### src/include/decode_params.svh
`ifndef DECODE_PARAMS_SVH
`define DECODE_PARAMS_SVH

// Datapath widths
`define ADDR_WIDTH      32
`define DATA_WIDTH      32
`define GPR_NUM         32
`define ALU_OP_WIDTH    8
`define ALU_SEL_WIDTH   3
`define EXCP_WIDTH      2

// Instruction field widths
`define OPC_3R_WIDTH    17
`define OPC_2RI12_WIDTH 10
`define IMM12_WIDTH     12

// 3R opcodes, instr[31:15]
`define EXE_ADD_W    17'h00020
`define EXE_SUB_W    17'h00022
`define EXE_SLT      17'h00024
`define EXE_SLTU     17'h00025
`define EXE_NOR      17'h00028
`define EXE_AND      17'h00029
`define EXE_OR       17'h0002a
`define EXE_XOR      17'h0002b
`define EXE_SLL_W    17'h0002e
`define EXE_SRL_W    17'h0002f
`define EXE_SRA_W    17'h00030
`define EXE_MUL_W    17'h00038
`define EXE_MULH_W   17'h00039
`define EXE_MULH_WU  17'h0003a
`define EXE_DIV_W    17'h00040
`define EXE_MOD_W    17'h00041
`define EXE_DIV_WU   17'h00042
`define EXE_MOD_WU   17'h00043
`define EXE_BREAK    17'h00054
`define EXE_SYSCALL  17'h00056
`define EXE_IDLE     17'h00c91
`define EXE_INVTLB   17'h00c93
`define EXE_DBAR     17'h070e4
`define EXE_IBAR     17'h070e5

// 2RI12 opcodes, instr[31:22]
`define EXE_SLTI     10'h008
`define EXE_SLTUI    10'h009
`define EXE_ADDI_W   10'h00a
`define EXE_ANDI     10'h00d
`define EXE_ORI      10'h00e
`define EXE_XORI     10'h00f

// ALU operations
`define EXE_NOP_OP    8'd0
`define EXE_ADD_OP    8'd1
`define EXE_SUB_OP    8'd2
`define EXE_SLT_OP    8'd3
`define EXE_SLTU_OP   8'd4
`define EXE_NOR_OP    8'd5
`define EXE_AND_OP    8'd6
`define EXE_OR_OP     8'd7
`define EXE_XOR_OP    8'd8
`define EXE_SLL_OP    8'd9
`define EXE_SRL_OP    8'd10
`define EXE_SRA_OP    8'd11
`define EXE_MUL_OP    8'd12
`define EXE_MULH_OP   8'd13
`define EXE_MULHU_OP  8'd14
`define EXE_DIV_OP    8'd15
`define EXE_DIVU_OP   8'd16
`define EXE_MOD_OP    8'd17
`define EXE_MODU_OP   8'd18
`define EXE_INVTLB_OP 8'd19

// Result selectors
`define EXE_RES_NOP   3'd0
`define EXE_RES_LOGIC 3'd1
`define EXE_RES_SHIFT 3'd2
`define EXE_RES_ARITH 3'd3

// Exception codes
`define EXCP_NONE 2'd0
`define EXCP_BRK  2'd1
`define EXCP_SYS  2'd2
`define EXCP_INE  2'd3

`endif

### src/design/decode_pkg.sv
`include "decode_params.svh"

package decode_pkg;

    // Plain vectors with a meaning
    typedef logic [`ADDR_WIDTH-1:0]       addr_t;
    typedef logic [`DATA_WIDTH-1:0]       word_t;
    typedef logic [$clog2(`GPR_NUM)-1:0]  reg_addr_t;
    typedef logic [`ALU_OP_WIDTH-1:0]     alu_op_t;
    typedef logic [`ALU_SEL_WIDTH-1:0]    alu_sel_t;
    typedef logic [`EXCP_WIDTH-1:0]       excp_code_t;

    // Entry handed over by the instruction buffer
    typedef struct packed {
        logic  valid;
        addr_t pc;
        word_t instr;
    } instr_buffer_info_t;

    // Output of one format decoder
    typedef struct packed {
        logic       decode_valid;
        // {rj, rk}
        logic [1:0] reg_read_valid;
        reg_addr_t  [1:0] reg_read_addr;
        // rd
        logic       reg_write_valid;
        reg_addr_t  reg_write_addr;
        alu_op_t    aluop;
        alu_sel_t   alusel;
        logic       use_imm;
        word_t      imm;
        excp_code_t excp;
    } decode_result_t;

    // Registered entry for the dispatch stage
    typedef struct packed {
        logic           valid;
        addr_t          pc;
        decode_result_t result;
    } dispatch_t;

    // Issue control
    typedef enum logic {
        ISSUE_RUN,
        ISSUE_HALT
    } issue_state_e;

endpackage

### src/design/decoder_3r.sv
`timescale 1ns/1ps
`include "decode_params.svh"

// 3R format {opcode[17], rk[5], rj[5], rd[5]}
// Purely combinational
module decoder_3r (
    input  decode_pkg::instr_buffer_info_t instr_info_i,
    output decode_pkg::decode_result_t     result_o
);

    decode_pkg::word_t             instr;
    logic [`OPC_3R_WIDTH-1:0]      opcode;
    decode_pkg::reg_addr_t         rd;
    decode_pkg::reg_addr_t         rj;
    decode_pkg::reg_addr_t         rk;

    assign instr  = instr_info_i.instr;
    assign opcode = instr[31:15];
    assign rd     = instr[4:0];
    assign rj     = instr[9:5];
    assign rk     = instr[14:10];

    always_comb begin
        // Register-register default
        result_o.decode_valid    = instr_info_i.valid;
        result_o.reg_read_valid  = 2'b11;
        result_o.reg_read_addr   = {rj, rk};
        result_o.reg_write_valid = 1'b1;
        result_o.reg_write_addr  = rd;
        result_o.aluop           = `EXE_NOP_OP;
        result_o.alusel          = `EXE_RES_NOP;
        result_o.use_imm         = 1'b0;
        result_o.imm             = '0;
        result_o.excp            = `EXCP_NONE;
        case (opcode)
            `EXE_ADD_W: begin
                result_o.aluop  = `EXE_ADD_OP;
                result_o.alusel = `EXE_RES_ARITH;
            end
            `EXE_SUB_W: begin
                result_o.aluop  = `EXE_SUB_OP;
                result_o.alusel = `EXE_RES_ARITH;
            end
            `EXE_SLT: begin
                result_o.aluop  = `EXE_SLT_OP;
                result_o.alusel = `EXE_RES_ARITH;
            end
            `EXE_SLTU: begin
                result_o.aluop  = `EXE_SLTU_OP;
                result_o.alusel = `EXE_RES_ARITH;
            end
            `EXE_NOR: begin
                result_o.aluop  = `EXE_NOR_OP;
                result_o.alusel = `EXE_RES_LOGIC;
            end
            `EXE_AND: begin
                result_o.aluop  = `EXE_AND_OP;
                result_o.alusel = `EXE_RES_LOGIC;
            end
            `EXE_OR: begin
                result_o.aluop  = `EXE_OR_OP;
                result_o.alusel = `EXE_RES_LOGIC;
            end
            `EXE_XOR: begin
                result_o.aluop  = `EXE_XOR_OP;
                result_o.alusel = `EXE_RES_LOGIC;
            end
            `EXE_SLL_W: begin
                result_o.aluop  = `EXE_SLL_OP;
                result_o.alusel = `EXE_RES_SHIFT;
            end
            `EXE_SRL_W: begin
                result_o.aluop  = `EXE_SRL_OP;
                result_o.alusel = `EXE_RES_SHIFT;
            end
            `EXE_SRA_W: begin
                result_o.aluop  = `EXE_SRA_OP;
                result_o.alusel = `EXE_RES_SHIFT;
            end
            `EXE_MUL_W: begin
                result_o.aluop  = `EXE_MUL_OP;
                result_o.alusel = `EXE_RES_ARITH;
            end
            `EXE_MULH_W: begin
                result_o.aluop  = `EXE_MULH_OP;
                result_o.alusel = `EXE_RES_ARITH;
            end
            `EXE_MULH_WU: begin
                result_o.aluop  = `EXE_MULHU_OP;
                result_o.alusel = `EXE_RES_ARITH;
            end
            `EXE_DIV_W: begin
                result_o.aluop  = `EXE_DIV_OP;
                result_o.alusel = `EXE_RES_ARITH;
            end
            `EXE_DIV_WU: begin
                result_o.aluop  = `EXE_DIVU_OP;
                result_o.alusel = `EXE_RES_ARITH;
            end
            `EXE_MOD_W: begin
                result_o.aluop  = `EXE_MOD_OP;
                result_o.alusel = `EXE_RES_ARITH;
            end
            `EXE_MOD_WU: begin
                result_o.aluop  = `EXE_MODU_OP;
                result_o.alusel = `EXE_RES_ARITH;
            end
            `EXE_BREAK, `EXE_SYSCALL: begin
                // No GPR traffic, only the trap
                result_o.reg_read_valid  = 2'b00;
                result_o.reg_read_addr   = '0;
                result_o.reg_write_valid = 1'b0;
                result_o.reg_write_addr  = '0;
                result_o.excp = (opcode == `EXE_BREAK) ? `EXCP_BRK : `EXCP_SYS;
            end
            `EXE_IDLE, `EXE_DBAR, `EXE_IBAR, `EXE_INVTLB: begin
                // Not implemented yet, pass through as no-ops
                result_o.reg_read_valid  = 2'b00;
                result_o.reg_read_addr   = '0;
                result_o.reg_write_valid = 1'b0;
                result_o.reg_write_addr  = '0;
                if (opcode == `EXE_INVTLB) begin
                    result_o.aluop = `EXE_INVTLB_OP;
                end
            end
            default: begin
                result_o.decode_valid    = 1'b0;
                result_o.reg_read_valid  = 2'b00;
                result_o.reg_read_addr   = '0;
                result_o.reg_write_valid = 1'b0;
                result_o.reg_write_addr  = '0;
            end
        endcase
    end

endmodule

### src/design/decoder_2ri12.sv
`timescale 1ns/1ps
`include "decode_params.svh"

// 2RI12 format {opcode[10], si12[12], rj[5], rd[5]}
// Purely combinational
module decoder_2ri12 (
    input  decode_pkg::instr_buffer_info_t instr_info_i,
    output decode_pkg::decode_result_t     result_o
);

    decode_pkg::word_t            instr;
    logic [`OPC_2RI12_WIDTH-1:0]  opcode;
    logic [`IMM12_WIDTH-1:0]      imm12;
    decode_pkg::reg_addr_t        rd;
    decode_pkg::reg_addr_t        rj;
    decode_pkg::word_t            imm_sext;
    decode_pkg::word_t            imm_zext;

    assign instr  = instr_info_i.instr;
    assign opcode = instr[31:22];
    assign imm12  = instr[21:10];
    assign rd     = instr[4:0];
    assign rj     = instr[9:5];

    // Arithmetic ops sign-extend, logic ops zero-extend
    assign imm_sext = {{(`DATA_WIDTH-`IMM12_WIDTH){imm12[`IMM12_WIDTH-1]}}, imm12};
    assign imm_zext = {{(`DATA_WIDTH-`IMM12_WIDTH){1'b0}}, imm12};

    always_comb begin
        // Only rj is read, rk slot stays empty
        result_o.decode_valid    = instr_info_i.valid;
        result_o.reg_read_valid  = 2'b10;
        result_o.reg_read_addr   = {rj, 5'd0};
        result_o.reg_write_valid = 1'b1;
        result_o.reg_write_addr  = rd;
        result_o.aluop           = `EXE_NOP_OP;
        result_o.alusel          = `EXE_RES_NOP;
        result_o.use_imm         = 1'b1;
        result_o.imm             = imm_sext;
        result_o.excp            = `EXCP_NONE;
        case (opcode)
            `EXE_ADDI_W: begin
                result_o.aluop  = `EXE_ADD_OP;
                result_o.alusel = `EXE_RES_ARITH;
            end
            `EXE_SLTI: begin
                result_o.aluop  = `EXE_SLT_OP;
                result_o.alusel = `EXE_RES_ARITH;
            end
            `EXE_SLTUI: begin
                // Compared unsigned, but the immediate is still sign-extended
                result_o.aluop  = `EXE_SLTU_OP;
                result_o.alusel = `EXE_RES_ARITH;
            end
            `EXE_ANDI: begin
                result_o.aluop  = `EXE_AND_OP;
                result_o.alusel = `EXE_RES_LOGIC;
                result_o.imm    = imm_zext;
            end
            `EXE_ORI: begin
                result_o.aluop  = `EXE_OR_OP;
                result_o.alusel = `EXE_RES_LOGIC;
                result_o.imm    = imm_zext;
            end
            `EXE_XORI: begin
                result_o.aluop  = `EXE_XOR_OP;
                result_o.alusel = `EXE_RES_LOGIC;
                result_o.imm    = imm_zext;
            end
            default: begin
                result_o.decode_valid    = 1'b0;
                result_o.reg_read_valid  = 2'b00;
                result_o.reg_read_addr   = '0;
                result_o.reg_write_valid = 1'b0;
                result_o.reg_write_addr  = '0;
                result_o.use_imm         = 1'b0;
                result_o.imm             = '0;
            end
        endcase
    end

endmodule

### src/design/decode_ctrl.sv
`timescale 1ns/1ps
`include "decode_params.svh"

// Two-state issue control
// Halts after a trapping or illegal instruction, resumes on flush
module decode_ctrl (
    input  logic                   clk,
    input  logic                   rst_n_i,
    input  logic                   fire_i,
    input  decode_pkg::excp_code_t excp_i,
    input  logic                   flush_i,
    output logic                   issue_en_o,
    output logic                   halted_o
);

    decode_pkg::issue_state_e state_q;
    decode_pkg::issue_state_e state_d;

    always_comb begin
        state_d = state_q;
        case (state_q)
            decode_pkg::ISSUE_RUN: begin
                // Flush wins over an accepted instruction
                if (flush_i) begin
                    state_d = decode_pkg::ISSUE_RUN;
                end else if (fire_i && (excp_i != `EXCP_NONE)) begin
                    state_d = decode_pkg::ISSUE_HALT;
                end
            end
            decode_pkg::ISSUE_HALT: begin
                if (flush_i) begin
                    state_d = decode_pkg::ISSUE_RUN;
                end
            end
            default: begin
                state_d = decode_pkg::ISSUE_RUN;
            end
        endcase
    end

    always_ff @(posedge clk or negedge rst_n_i) begin
        if (!rst_n_i) begin
            state_q <= decode_pkg::ISSUE_RUN;
        end else begin
            state_q <= state_d;
        end
    end

    // Moore outputs
    assign issue_en_o = (state_q == decode_pkg::ISSUE_RUN);
    assign halted_o   = (state_q == decode_pkg::ISSUE_HALT);

endmodule

### src/design/id_stage.sv
`timescale 1ns/1ps
`include "decode_params.svh"

// Instruction decode stage
// One cycle from accepted buffer entry to dispatch register
module id_stage (
    input  logic                           clk,
    input  logic                           rst_n_i,
    input  decode_pkg::instr_buffer_info_t instr_i,
    input  logic                           stall_i,
    input  logic                           flush_i,
    output decode_pkg::dispatch_t          dispatch_o,
    output logic                           halted_o
);

    decode_pkg::decode_result_t res_3r;
    decode_pkg::decode_result_t res_2ri12;
    decode_pkg::decode_result_t res_sel;
    logic                       issue_en;
    logic                       fire;

    // Dispatch register, valid bit kept apart from the payload
    logic                       disp_valid_q;
    decode_pkg::addr_t          disp_pc_q;
    decode_pkg::decode_result_t disp_result_q;

    decoder_3r u_decoder_3r (
        .instr_info_i (instr_i),
        .result_o     (res_3r)
    );

    decoder_2ri12 u_decoder_2ri12 (
        .instr_info_i (instr_i),
        .result_o     (res_2ri12)
    );

    // The formats never overlap, so at most one is valid
    always_comb begin
        res_sel = '0;
        if (res_3r.decode_valid) begin
            res_sel = res_3r;
        end else if (res_2ri12.decode_valid) begin
            res_sel = res_2ri12;
        end else if (instr_i.valid) begin
            res_sel.excp = `EXCP_INE;
        end
    end

    // Entry accepted this cycle
    assign fire = instr_i.valid && !stall_i && issue_en && !flush_i;

    decode_ctrl u_decode_ctrl (
        .clk        (clk),
        .rst_n_i    (rst_n_i),
        .fire_i     (fire),
        .excp_i     (res_sel.excp),
        .flush_i    (flush_i),
        .issue_en_o (issue_en),
        .halted_o   (halted_o)
    );

    always_ff @(posedge clk or negedge rst_n_i) begin
        if (!rst_n_i) begin
            disp_valid_q <= 1'b0;
        end else if (flush_i) begin
            disp_valid_q <= 1'b0;
        end else if (!stall_i) begin
            disp_valid_q <= fire;
        end
    end

    always_ff @(posedge clk) begin
        if (fire) begin
            disp_pc_q     <= instr_i.pc;
            disp_result_q <= res_sel;
        end
    end

    assign dispatch_o.valid  = disp_valid_q;
    assign dispatch_o.pc     = disp_pc_q;
    assign dispatch_o.result = disp_result_q;

endmodule

### config.mk
export PLATFORM = sky130hd
export DESIGN_NAME = id_stage
export DESIGN_NICKNAME = d
export VERILOG_FILES = /design/src/design/decode_pkg.sv /design/src/design/decoder_3r.sv /design/src/design/decoder_2ri12.sv /design/src/design/decode_ctrl.sv /design/src/design/id_stage.sv
export VERILOG_INCLUDE_DIRS = /design/src /design/src/include
export SDC_FILE = /design/constraint.sdc
export NUM_CORES = 1
export LEC_CHECK = 0
export ABC_AREA = 1
export BUFFER_PORTS_ARGS = -buffer_cell sky130_fd_sc_hd__buf_2
export CAP_MARGIN = 20
export CORE_UTILIZATION = 35
export DETAILED_ROUTE_END_ITERATION = 16
export PLACE_DENSITY_LB_ADDON = 0.2
export SLEW_MARGIN = 20
export SYNTH_ARGS = -nofsm -noshare
export SYNTH_HDL_FRONTEND = slang
export SYNTH_SLANG_ARGS = --single-unit
### constraint.sdc
create_clock -name clk -period 8.2 [get_ports clk]
set_input_delay 0.82 -clock clk [delete_from_list [all_inputs] [get_ports clk]]
set_output_delay 0.82 -clock clk [all_outputs]
set_load 0.02 [all_outputs]
# Word-level counts from Yosys, hierarchy flattened
# Cells that the tools add are included.
dict set report word_totals {
  reg_bits 99
  in_bits 69
  out_inout_bits 99
  wordCells 86
}
dict set report op_classes {
  n_eq_ne 31
  muxes 21
  bitwise_logic 2
  n_reduce_logical 18
}
# op n
set ops {}
lappend ops {{== test 17 x 6 -> 1 bit (second input constant)} 14}
lappend ops {{== test 17 x 7 -> 1 bit (second input constant)} 6}
lappend ops {{case mux 5 bit (19 select lines)} 1}
lappend ops {{two-way mux 64 bit} 1}
lappend ops {{case mux 32 bit (2 select lines)} 1}
lappend ops {{two-way mux 63 bit} 1}
lappend ops {{== test 10 x 4 -> 1 bit (second input constant)} 6}
lappend ops {{case mux 7 bit (6 select lines)} 1}
lappend ops {{== test 17 x 12 -> 1 bit (second input constant)} 2}
lappend ops {{== test 17 x 15 -> 1 bit (second input constant)} 2}
lappend ops {{OR reduction 24 bit} 1}
lappend ops {{two-way mux 19 bit} 1}
lappend ops {{two-way mux 18 bit} 1}
lappend ops {{OR reduction 18 bit} 1}
lappend ops {{OR reduction 11 bit} 1}
lappend ops {{OR reduction 3 bit} 3}
lappend ops {{two-way mux 2 bit} 4}
lappend ops {{OR reduction 4 bit} 2}
lappend ops {{two-way mux 1 bit} 7}
lappend ops {{case mux 2 bit (3 select lines)} 1}
lappend ops {{OR reduction 6 bit} 1}
lappend ops {{two-way mux 5 bit} 1}
lappend ops {{logical AND 1 bit} 4}
lappend ops {{OR reduction 2 bit} 2}
lappend ops {{other kinds (5)} 7}

# Depth between registers and ports, before layout
# Gate-level depths: netlist of run 1.
dict set report depth {
  depth_word 10
  mapped_depth 16
}

# Cells and area by module
# From an unflattened synthesis of run 1, not the netlist that was laid out.
dict set report unflattened {
  cells_unflattened 655
  hier_area_um2 6035.8
}
# module instances cells_each area_per_inst_um2 seq_area_each_um2
set modules_own_cells {}
lappend modules_own_cells {id_stage 1 322 3982.6 2937.8}
lappend modules_own_cells {decoder_3r 1 208 1207.4 0.0}
lappend modules_own_cells {decoder_2ri12 1 121 803.3 0.0}
lappend modules_own_cells {decode_ctrl 1 4 42.5 25.0}

# Least setup slack after synthesis of run 1
# OpenSTA, ideal clock, no wires.
dict set report synth_timing {
  path_type {in2reg}
  start {input port stall_i}
  end {register disp_pc_q[0], enable pin}
  setup_ns 0.699
  t_arrival_ns 8.100
  t_required_ns 7.501
  setup_slack_ns -0.599
  path_stages 1
  cell_sequence {nor4_1}
}
dict set report synth_between {
  elab_chain_cells 4
}
# element line_no
set synth_rtl {}
lappend synth_rtl {{from (decl)} id_stage.sv:10} ;# input logic stall_i,
lappend synth_rtl {{zero test 1 bit} -}
lappend synth_rtl {{logical AND 1 bit (3 in a row)} id_stage.sv:50} ;# assign fire = instr_i.valid && !stall_i && issue_en && !flush_i;
lappend synth_rtl {{to (signal assigned)} id_stage.sv:74} ;# disp_pc_q <= instr_i.pc;
lappend synth_rtl {{to (decl)} id_stage.sv:24} ;# decode_pkg::addr_t disp_pc_q;
# No other way between the ends.
# A chain may end at the register's enable or synchronous reset.

==> flow_metrics.py, run 1 <==
metrics = {
    "status": {
        "outcome": "finished clean",
    },
    "worst_setup_path": {
        "cp.required_ns": 8.30,
        "crit_family": "simple AND/OR/NAND/NOR gates",
        "worstSetupStartpointType": "input pin",
        "worstSetupPathDepth": 13,
        "slowest_stage": "nor2_4",
        "path_class": "in -> reg",
        "critical_path.cell_chain": "buf_2, nor2_1, nand2_2, nor2_4, nand4_1, nand2_2, nor2_2, nand3_4, nor2_4, nand2_4, inv_2, nand2_1, nand2_1",
        "endpoint_kind": "flop",
        "crit_buf_inv": 2,
        "cp.arrival_ns": 2.84,
        "slowest_delay_ns": 0.41,
        "worstPathMaxFanout": 25,
        "worstRegToRegCells": 3,
    },
    "route": {
        "wl_per_cell_um": 13.9,
        "route.detailed.drc": 0,
        "vias": 3115,
        "vias_per_cell": 4.66,
        "drt_wl_total_um": 9280,
        "postRouteAntennaNets": 0,
        "drt_iter0_markers": 175,
        "dr.pass1.iters": 4,
    },
    "clocking": {
        "cts_setup_buffers": 0,
        "htree_num_levels": 3,
        "clkSlewWorstSetupHoldPaths_ns": 0.08,
        "cts_resized": 0,
        "cts_hold_buf": 0,
        "cts.sink_count": 75,
        "ctsRootBufferMaster": "clkbuf_8",
        "cts_tree": "done",
        "cts-buffers-inserted": 9,
        "clk_latency_ns": 0.34,
        "cts.path.max_buffers": 2,
    },
    "layout": {
        "area_growth_pct": 25.4,
        "drive_above_1_share_pct": 42.3,
        "ff_latch_area_um2": 2240,
        "final_core_util_pct": 45.9,
        "multi_input_area_um2": 1220,
        "n_antenna_cell": 0,
        "nets": 596,
        "nFillCells": 1008,
    },
    "floorplan": {
        "die_y_um": 107,
        "placementRows": 37,
        "die_x_um": 107,
        "dieArea_um2": 11400,
        "io_pins": 168,
        "core_um2": 10500,
        "initial_core_util_pct": 36.6,
    },
    "logic_synthesis": {
        "yosys-top-cells-count": "edfxtp_1, nand2_1, nor2_1, nand3_1, buf_4",
        "ys_warn_count": 0,
        "synth_flop_cell": "edfxtp_1",
        "synth_top_area_share_pct": 57.3,
        "ys_async_sr_fraction_pct": 2.67,
        "synth_area_leader_cell": "edfxtp_1",
        "syn_area_um2": 3830,
        "synth-edff-count": 73,
        "syn_area_per_cell_um2": 10.0,
        "ys_types": 32,
        "seq_area_frac_synth_pct": 58.6,
        "synth-seq-cells": 75,
        "syn-instance-count": 381,
        "synth_area_leaders": "edfxtp_1, nand2_1, nand3_1",
    },
    "power_and_ir_drop": {
        "ir_worst_vdd_v": 0.0000860,
        "p_leak_nw": 2.37,
        "power.density_nw_per_um2": 165,
    },
    "timing": {
        "setup_violations": 0,
        "fin_crit_ns": 2.74,
        "worst_slack_ns": 5.46,
        "hold_viol_final": 0,
        "finalClockSkew_ns": 0.00740,
        "rsz0062_at_grt": "false",
        "tightest_slew_ns": 0.727,
        "period_share_pct": 33.4,
        "slew_viol_final": 0,
        "relSlewSlack_pct": 51.2,
        "fmax_ghz": 0.366,
        "tns_ns": 0,
    },
    "global_routing": {
        "grt_pass1_wl_um": 14300,
        "antenna_found_initial": 0,
        "track_usage_pct": 16.4,
        "grt_start_max_net_pins": 58,
        "overflow": 0,
        "grt_pass1_vias": 2967,
    },
    "hold_path": {
        "hold_class": "in -> async",
    },
    "run": {
        "maxCapViolations": 0,
    },
    "place": {
        "io_buffers": 163,
        "dp_worst_setup_slack_ns": 4.91,
        "gp_congestion": 0.876,
        "dp_hpwl_um": 7170,
    },
}
## placed cells by master, fill, tap and decap left out
cell	netlist	final
nand4_1	8	8
nand2_2	7	7
nor4_4	0	1
nor2_1	52	52
a21boi_2	6	6
buf_2	1	163
buf_6	5	1
a31o_2	1	1
buf_4	27	1
clkinvlp_4	0	2
a21oi_1	5	5
edfxtp_1	73	73
inv_2	11	11
or2_2	1	1
inv_6	0	3
nand3_2	1	1
nor2_4	3	3
o21ai_0	5	5
and3_1	1	1
a31oi_1	1	1
nor3_2	1	1
nand3_4	2	2
nor2_2	9	9
nand2_1	73	73
o31ai_1	1	1
conb_1	1	4
nor3_1	7	7
bufinv_16	0	1
nand2_4	1	1
a21boi_0	4	4
inv_8	0	1
nor4_1	2	1
a211oi_1	1	1
nand3_1	45	45
nand3b_1	1	1
dfrtp_1	2	2
inv_1	23	23
clkbuf_8	0	9
## kinds of logic after synthesis
logic type	after synthesis	share of synthesized area [%]
AO/OA/AOI/OAI	24	4.64
flip-flops	75	58.6
AND/OR/NAND/NOR	214	26.4
buffers and inverters	67	10.2
other	1	0.0980
## where the power goes
group	total (mW)	internal (mW)	switching [mW]	leakage (nW)
combinational	0.0701	0.0239	0.0462	1.51
sequential	0.429	0.427	0.00208	0.760
clock	0.292	0.146	0.146	0.0988
total	0.791	0.597	0.194	2.37
## per-layer routing
| layer | vias up | part of all wire [%] | global-route usage (%) |
|---|---|---|---|
| met5 | - | 0 | 0 |
| met4 | 0 | 1.8 | 5.48 |
| met3 | 12 | 6.4 | 3.95 |
| met2 | 136 | 49 | 28.4 |
| met1 | 1413 | 43 | 19.8 |
| li1 | 1554 | - | - |
## area by class of cell
type / count / area share, %
Timing Repair Buffer: 165 / 17.4
Inverter: 34 / 2.66
Tap cell: 136 / 3.54
Sequential cell: 75 / 46.7
Clock buffer: 9 / 2.58
Clock inverter: 7 / 1.72
Multi-Input combinational cell: 242 / 25.4
## final timing paths
check	slack, ns	start	to
hold reg to reg	0.53	disp_valid_q	disp_valid_q
setup reg to reg	5.98	u_decode_ctrl.halted_o	dispatch_o[6]
min in group clk	0.53	disp_valid_q	disp_valid_q
setup / recovery	5.46	instr_i[23]	dispatch_o[39]
max in group asynchronous	7.87	rst_n_i	disp_valid_q
hold / removal	0.24	rst_n_i	u_decode_ctrl.halted_o
## registers in the layout, indices dropped and copies added (netlist names)
register,cells
dispatch_o,41
disp_pc_q,32
disp_valid_q,1
u_decode_ctrl.halted_o,1
## through the flow
stage / std cells / total power [mW] / hold WS, ns / instance area [um^2]
final: 668 / 0.791 / 0.238 / 4800
after global routing: 668 / 0.824 / 0.218 / 4800
after CTS: 667 / 0.802 / 0.214 / 4790
after detailed placement: 651 / 0.507 / 0.512 / 4580
after global placement: 651 / 0.507 / 0.503 / 4580
after floorplan: 384 / 0.479 / 0.495 / 3840
## worst register-to-register path, stage by stage (launching register included)
cell	delay [ns]
dfrtp_1	0.43
nor4_4	0.56
buf_6	0.24
buf_4	0.59
(Power assumes the default switching activity.)
==> run 2: changes to the inputs <==
ABC_AREA = 0   (was 1)
clock period = 2.6 ns   (was 8.2 ns; I/O delays follow)
==> run 2 against run 1 <==
Effect of this change: register-to-register slack got worse by 4.7 ns; synthesized area decreased by 7.6%; first-iteration DRC count decreased by 25%; global-route usage decreased by 1.2 points; power increased to 3.3 times the previous value; worst setup slack got worse by 4.8 ns; sequential cell count unchanged; largest cell class unchanged; die area decreased by 7.5%; combinational power increased to 3.2 times the previous value.
==> flow_metrics.py, run 2 <==
metrics = {
    "floorplan": {
        "io_pins": 168,
        "die_y_um": 103,
        "die_x_um": 103,
        "core_um2": 9770,
        "placementRows": 36,
        "dieArea_um2": 10500,
        "initial_core_util_pct": 36.2,
    },
    "hold_path": {
        "hold_class": "in -> reg",
    },
    "worst_setup_path": {
        "endpoint": "dispatch_o[38]",
        "slowest_stage": "a211oi_4",
        "path_class": "in -> reg",
        "reg2reg_from": "u_decode_ctrl.halted_o",
        "critical_path.startpoint": "instr_i[27]",
        "r2r_slack_ns": 1.27,
        "worstSetupStartpointType": "input pin",
        "cp.arrival_ns": 2.08,
        "worstSetupPathDepth": 8,
        "cp.required_ns": 2.79,
        "crit_buf_inv": 1,
        "crit_family": "simple AND/OR/NAND/NOR gates",
        "slowest_delay_ns": 0.39,
        "endpoint_kind": "flop",
        "r2r-end": "disp_pc_q[28]",
        "worstRegToRegCells": 2,
        "critical_path.cell_chain": "buf_2, nor4_4, nand2_1, or3_4, a211oi_4, and2_1, nand3_1, a21boi_1",
        "worstPathMaxFanout": 11,
    },
    "global_routing": {
        "grt_start_max_net_pins": 56,
        "overflow": 0,
        "grt_pass1_vias": 2256,
        "antenna_found_initial": 0,
        "track_usage_pct": 15.1,
        "grt_pass1_wl_um": 11700,
    },
    "layout": {
        "largest_reg_flops": 41,
        "postLayoutCellArea_um2": 4550,
        "nFillCells": 937,
        "final_core_util_pct": 46.6,
        "area_growth_pct": 28.7,
        "n_antenna_cell": 0,
        "final_cell_mix": "buf_2, edfxtp_1, and3_1",
        "instances_no_fill": 550,
        "drive_above_1_share_pct": 47.5,
        "nets": 481,
        "layout_commonest_cell": "buf_2",
    },
    "place": {
        "dp.cells": 533,
        "dp_hpwl_um": 6080,
        "io_buffers": 163,
        "placed_cell_area_um2": 4300,
        "gp_congestion": 0.941,
    },
    "logic_synthesis": {
        "synth_top_area_share_pct": 62.0,
        "synth_compound_area_share_pct": 8.21,
        "seq_area_frac_synth_pct": 63.4,
        "syn_area_um2": 3540,
        "synth_flop_cell": "edfxtp_1",
        "syn_area_per_cell_um2": 13.0,
        "synth_fa_ha_area_share_pct": 0,
        "ys_types": 54,
        "syn-instance-count": 272,
        "ys_warn_count": 0,
        "synth_xor_area_share_pct": 0.248,
        "synth-seq-cells": 75,
        "yosys-top-cells-count": "edfxtp_1, buf_4, and3_1, nand2_1, and2_1",
        "ys_async_sr_fraction_pct": 2.67,
        "synthSimpleGateAreaFrac_pct": 19.1,
        "muxShareOfSynthArea_pct": 0.566,
        "synth_area_leader_cell": "edfxtp_1",
        "synth_area_leaders": "edfxtp_1, buf_4, and3_1",
        "synth_top_family_by_area": "simple AND/OR/NAND/NOR gates",
        "synth-edff-count": 73,
        "yosys.cell_count.top_type": "edfxtp_1",
    },
    "power_and_ir_drop": {
        "combPwrFrac_pct": 8.6,
        "swShare_pct": 21.3,
        "p_int_mw": 2.07,
        "power_switching_mw": 0.559,
        "p_clk_share_pct": 39.9,
        "ir_worst_vdd_v": 0.000294,
        "p_leak_nw": 1.98,
        "power.density_nw_per_um2": 577,
        "power_frac_seq_pct": 51.5,
    },
    "clocking": {
        "clk_latency_ns": 0.34,
        "cts_setup_buffers": 0,
        "cts-buffers-inserted": 9,
        "clkSlewWorstSetupHoldPaths_ns": 0.08,
        "cts_tree": "done",
        "htree_num_levels": 3,
        "ctsRootBufferMaster": "clkbuf_8",
        "cts.path.max_buffers": 2,
        "cts_resized": 0,
        "cts.sink_count": 75,
    },
    "timing": {
        "finalClockSkew_ns": 0.0129,
        "fmax_ghz": 0.530,
        "fin_crit_ns": 1.89,
        "hold_viol_final": 0,
        "slew_viol_final": 0,
        "period_share_pct": 72.6,
        "setup_violations": 0,
        "rsz0062_at_grt": "false",
    },
    "route": {
        "vias": 2592,
        "dr.pass1.iters": 4,
        "route.met3.wl_um": 670,
        "dr_wl_met2_um": 3980,
        "wl_per_cell_um": 14.7,
        "drt_iter0_markers": 131,
        "vias_per_cell": 4.71,
        "drt-met1-wl_um": 3260,
        "route.detailed.drc": 0,
        "postRouteAntennaNets": 0,
        "top_layer": "met4",
        "drt_wl_total_um": 8060,
    },
    "run": {
        "maxCapViolations": 0,
    },
    "status": {
        "outcome": "finished clean",
    },
}
-- run 2: cell count changes in the layout (fill, tap and decap cells not counted), moves of 5 or more --
cell      change
nand2b_1      +9
nand2_2       -7
nand3_1      -42
nor2_1       -42
and3_1       +18
nor2_2        -8
inv_1        -19
nor4_1        +5
nand4_1       -6
inv_2        -11
nand2_1      -57
and2_1       +15
nor2b_1       +5
a21boi_2      -6
-- run 2: repair_timing --
item / in CTS / in global routing
hold buffers: 1 / 0
endpoints found under the setup margin: 0 / 0
endpoints found under the hold margin: 2 / 0
-- run 2: how the worst min path moves through the flow --
stage                startpoint            end  depth (start not counted)
global route        instr_i[56]  disp_pc_q[24]                          1
finish              instr_i[56]  disp_pc_q[24]                          1
CTS                 instr_i[56]  disp_pc_q[24]                          1
floorplan               rst_n_i   disp_valid_q                          0
global placement        rst_n_i   disp_valid_q                          1
detailed placement      rst_n_i   disp_valid_q                          1
-- run 2: cell type report --
| class | count | area [um^2] | share of cell area [%] |
|---|---|---|---|
| sequential | 75 | 2240 | 49.3 |
| multi-input combinational | 155 | 1030 | 22.6 |
| timing repair buffer | 167 | 861 | 18.9 |
| tap | 133 | 166 | 3.66 |
| clock buffer | 10 | 128 | 2.80 |
| clock inverter | 6 | 111 | 2.45 |
| inverter | 4 | 15.0 | 0.330 |
-- run 2: power by group through the flow --
stage	logic, mW	registers (mW)	clock network (mW)
3_5_place_dp	0.226	1.38	0
4_1_cts	0.227	1.35	1.08
3_3_place_gp	0.225	1.38	0
5_1_grt	0.248	1.36	1.14
2_1_floorplan	0.106	1.41	0
6_report	0.226	1.35	1.05
-- run 2: per-stage QoR --
stage | hold WS, ns | setup slack, ns | setup TNS [ns] | total power [mW]
after floorplan | -0.0356 | -0.0935 | -6.83 | 1.52
after global placement | 0.0472 | 0.476 | 0 | 1.60
after detailed placement | 0.0475 | 0.337 | 0 | 1.61
after CTS | 0.0681 | 0.708 | 0 | 2.66
after global routing | 0.0594 | 0.552 | 0 | 2.74
final | 0.0930 | 0.712 | 0 | 2.63
-- run 2: cell families after synthesis --
group                     after synthesis
DFF                                    75
buffers and inverters                  45
AOI/OAI and AO/OA                      41
other                                   1
xor gates and xnor gates                1
and+or+nand+nor                       107
muxes                                   2
-- run 2: per-layer routing --
metal	global-route usage [%]	vias to the layer above
met2	25.4	132
li1	-	1257
met1	17.7	1190
met3	4.81	13
met5	0	-
met4	6.81	0
-- run 2: worst register-to-register path, cell delays in order, from the launching register on --
cell and delay, ns:
dfrtp_2 0.43, nor3_4 0.22, buf_12 0.30
==> run 3: changes to the inputs <==
ABC_AREA = 1   (was 0)
clock period = 1.6 ns   (was 2.6 ns; I/O delays follow)
==> run 3 against run 2 <==
Effect of this change: register-to-register slack lost 1.0 ns; non-clock buffer count grew 113; utilization grew 12 points; count of clock-buffer cells in the layout shrank 1; sequential share of layout area shrank 13 points; first-iteration DRC count shrank 2.3%; cell count grew 43%; worst setup slack lost 0.68 ns; power grew 67%; critical path type unchanged; worst hold slack gained 0.015 ns.
==> flow_metrics.py, run 3 (synthesis results as in run 1) <==
metrics = {
    "status": {
        "outcome": "finished clean",
    },
    "clocking": {
        "clk_latency_ns": 0.34,
        "cts_tree": "done",
        "cts.sink_count": 75,
        "htree_num_levels": 3,
        "clkSlewWorstSetupHoldPaths_ns": 0.08,
        "cts-buffers-inserted": 9,
        "ctsRootBufferMaster": "clkbuf_8",
        "cts.path.max_buffers": 2,
    },
    "layout": {
        "area_growth_pct": 59.8,
        "final_cell_mix": "buf_2, buf_4, edfxtp_1",
        "final_core_util_pct": 58.5,
        "drive_above_1_share_pct": 53.3,
        "nets": 713,
        "n_antenna_cell": 0,
        "layout_commonest_cell": "buf_2",
        "largest_reg_flops": 41,
    },
    "worst_setup_path": {
        "worstSetupStartpointType": "input pin",
        "endpoint_kind": "flop",
        "worstRegToRegCells": 2,
        "cp.arrival_ns": 1.77,
        "path_class": "in -> reg",
        "reg2reg_from": "u_decode_ctrl.halted_o",
        "worstPathMaxFanout": 8,
        "cp.required_ns": 1.80,
        "r2r_slack_ns": 0.26,
        "r2r-end": "dispatch_o[32]",
    },
    "timing": {
        "fin_crit_ns": 1.56,
        "tns_ns": 0,
        "period_share_pct": 97.8,
        "setup_violations": 0,
        "finalClockSkew_ns": 0.00849,
        "fmax_ghz": 0.639,
        "slew_viol_final": 0,
        "hold_viol_final": 0,
        "rsz0062_at_grt": "true",
        "worst_slack_ns": 0.0356,
    },
    "route": {
        "drt-met1-wl_um": 4430,
        "route.detailed.drc": 0,
        "drt_iter0_markers": 128,
        "wl_per_cell_um": 13.7,
        "postRouteAntennaNets": 0,
        "dr_wl_met2_um": 5570,
        "drt_wl_total_um": 10700,
        "vias_per_cell": 4.59,
        "route.met3.wl_um": 532,
        "dr.pass1.iters": 4,
        "top_layer": "met4",
        "vias": 3607,
    },
    "floorplan": {
        "placementRows": 37,
        "core_um2": 10500,
        "initial_core_util_pct": 36.6,
        "dieArea_um2": 11400,
        "io_pins": 168,
        "die_y_um": 107,
        "die_x_um": 107,
    },
    "global_routing": {
        "grt_pass1_vias": 3523,
        "antenna_found_initial": 0,
        "track_usage_pct": 18.6,
        "grt_pass1_wl_um": 16400,
        "grt_start_max_net_pins": 55,
        "overflow": 0,
    },
    "power_and_ir_drop": {
        "combPwrFrac_pct": 12.5,
        "power_mw": 4.40,
        "power.density_nw_per_um2": 720,
        "power_frac_seq_pct": 49.9,
        "p_clk_share_pct": 37.6,
        "swShare_pct": 23.9,
        "power_switching_mw": 1.05,
        "p_leak_nw": 2.99,
        "p_int_mw": 3.35,
        "ir_worst_vdd_v": 0.000424,
    },
    "place": {
        "io_buffers": 163,
        "dp_hpwl_um": 7870,
        "gp_congestion": 0.864,
        "dp_worst_setup_slack_ns": -0.392,
    },
    "hold_path": {
        "hold_path_end": "disp_valid_q",
        "hold_start": "stall_i",
        "hold_path_depth": 2,
        "hold_class": "in -> reg",
    },
    "run": {
        "maxCapViolations": 0,
    },
}
-- run 3: cell count changes in the layout (fill, tap and decap cells not counted), moves of 15 or more --
cell / delta
and3_1: -19
dlygate4sd3_1: +32
buf_4: +76
nor2_1: +31
and2_1: -15
inv_1: +16
nand2_2: +16
nand2_1: +45
nand3_1: +35
-- run 3: layout make-up --
| class | count | area, um^2 |
|---|---|---|
| clock buffers | 9 | 124 |
| clock inverters | 7 | 105 |
| fillers | 921 | 4350 |
| inverters | 34 | 150 |
| multi-input cells | 244 | 1430 |
| flip-flops and latches | 75 | 2240 |
| well taps | 136 | 170 |
| repair buffers | 280 | 1890 |
-- run 3: timing repair --
action | 4_1_cts | 5_1_grt
buffers inserted | 1 | 14
resized for setup | 3 | 51
endpoints found under the setup margin | 4 | 40
gates cloned | 0 | 3
hold buffers | 33 | 0
endpoints found under the hold margin | 34 | 0
pin swaps | 2 | 29
-- run 3: metal layers --
| layer | vias up | GRT usage [%] |
|---|---|---|
| met5 | - | 0 |
| met2 | 117 | 34.1 |
| li1 | 1799 | - |
| met4 | 0 | 7.24 |
| met3 | 16 | 3.89 |
| met1 | 1675 | 21.0 |
-- run 3: power groups by stage --
stage	clock [mW]	combinational, mW	sequential [mW]
finish	1.65	0.549	2.20
global route	1.79	0.594	2.20
CTS	1.71	0.518	2.20
detailed placement	0	0.451	2.24
global placement	0	0.447	2.24
floorplan	0	0.183	2.29
-- run 3: worst max-delay path, stage by stage --
cell and delay (ns):
buf_8 0.10, nor2_4 0.10, nand2_2 0.08, nor2_4 0.18, buf_12 0.14, nand4_1 0.17, nand2_2 0.14, nor2_4 0.06
nand3b_1 0.18, buf_4 0.17, nand3_4 0.10, a21boi_2 0.17
-- run 3: through the flow --
stage          hold slack [ns]  cells  cell area, um^2
6_report                 0.108    785             6120
5_1_grt                 0.0885    785             6120
4_1_cts                 0.0844    768             5790
3_5_place_dp           -0.0501    718             5220
3_3_place_gp           -0.0516    718             5220
2_1_floorplan           -0.136    384             3980
-- run 3: worst max-delay path by stage --
stage	from	end	slack [ns]
3_5_place_dp	instr_i[15]	dispatch_o[64]	-0.39
5_1_grt	instr_i[25]	dispatch_o[57]	-0.04
2_1_floorplan	u_decode_ctrl.halted_o	disp_pc_q[0]	-1.66
4_1_cts	instr_i[15]	dispatch_o[35]	0.001
6_report	instr_i[24]	dispatch_o[57]	0.04
3_3_place_gp	instr_i[19]	dispatch_o[57]	-0.36
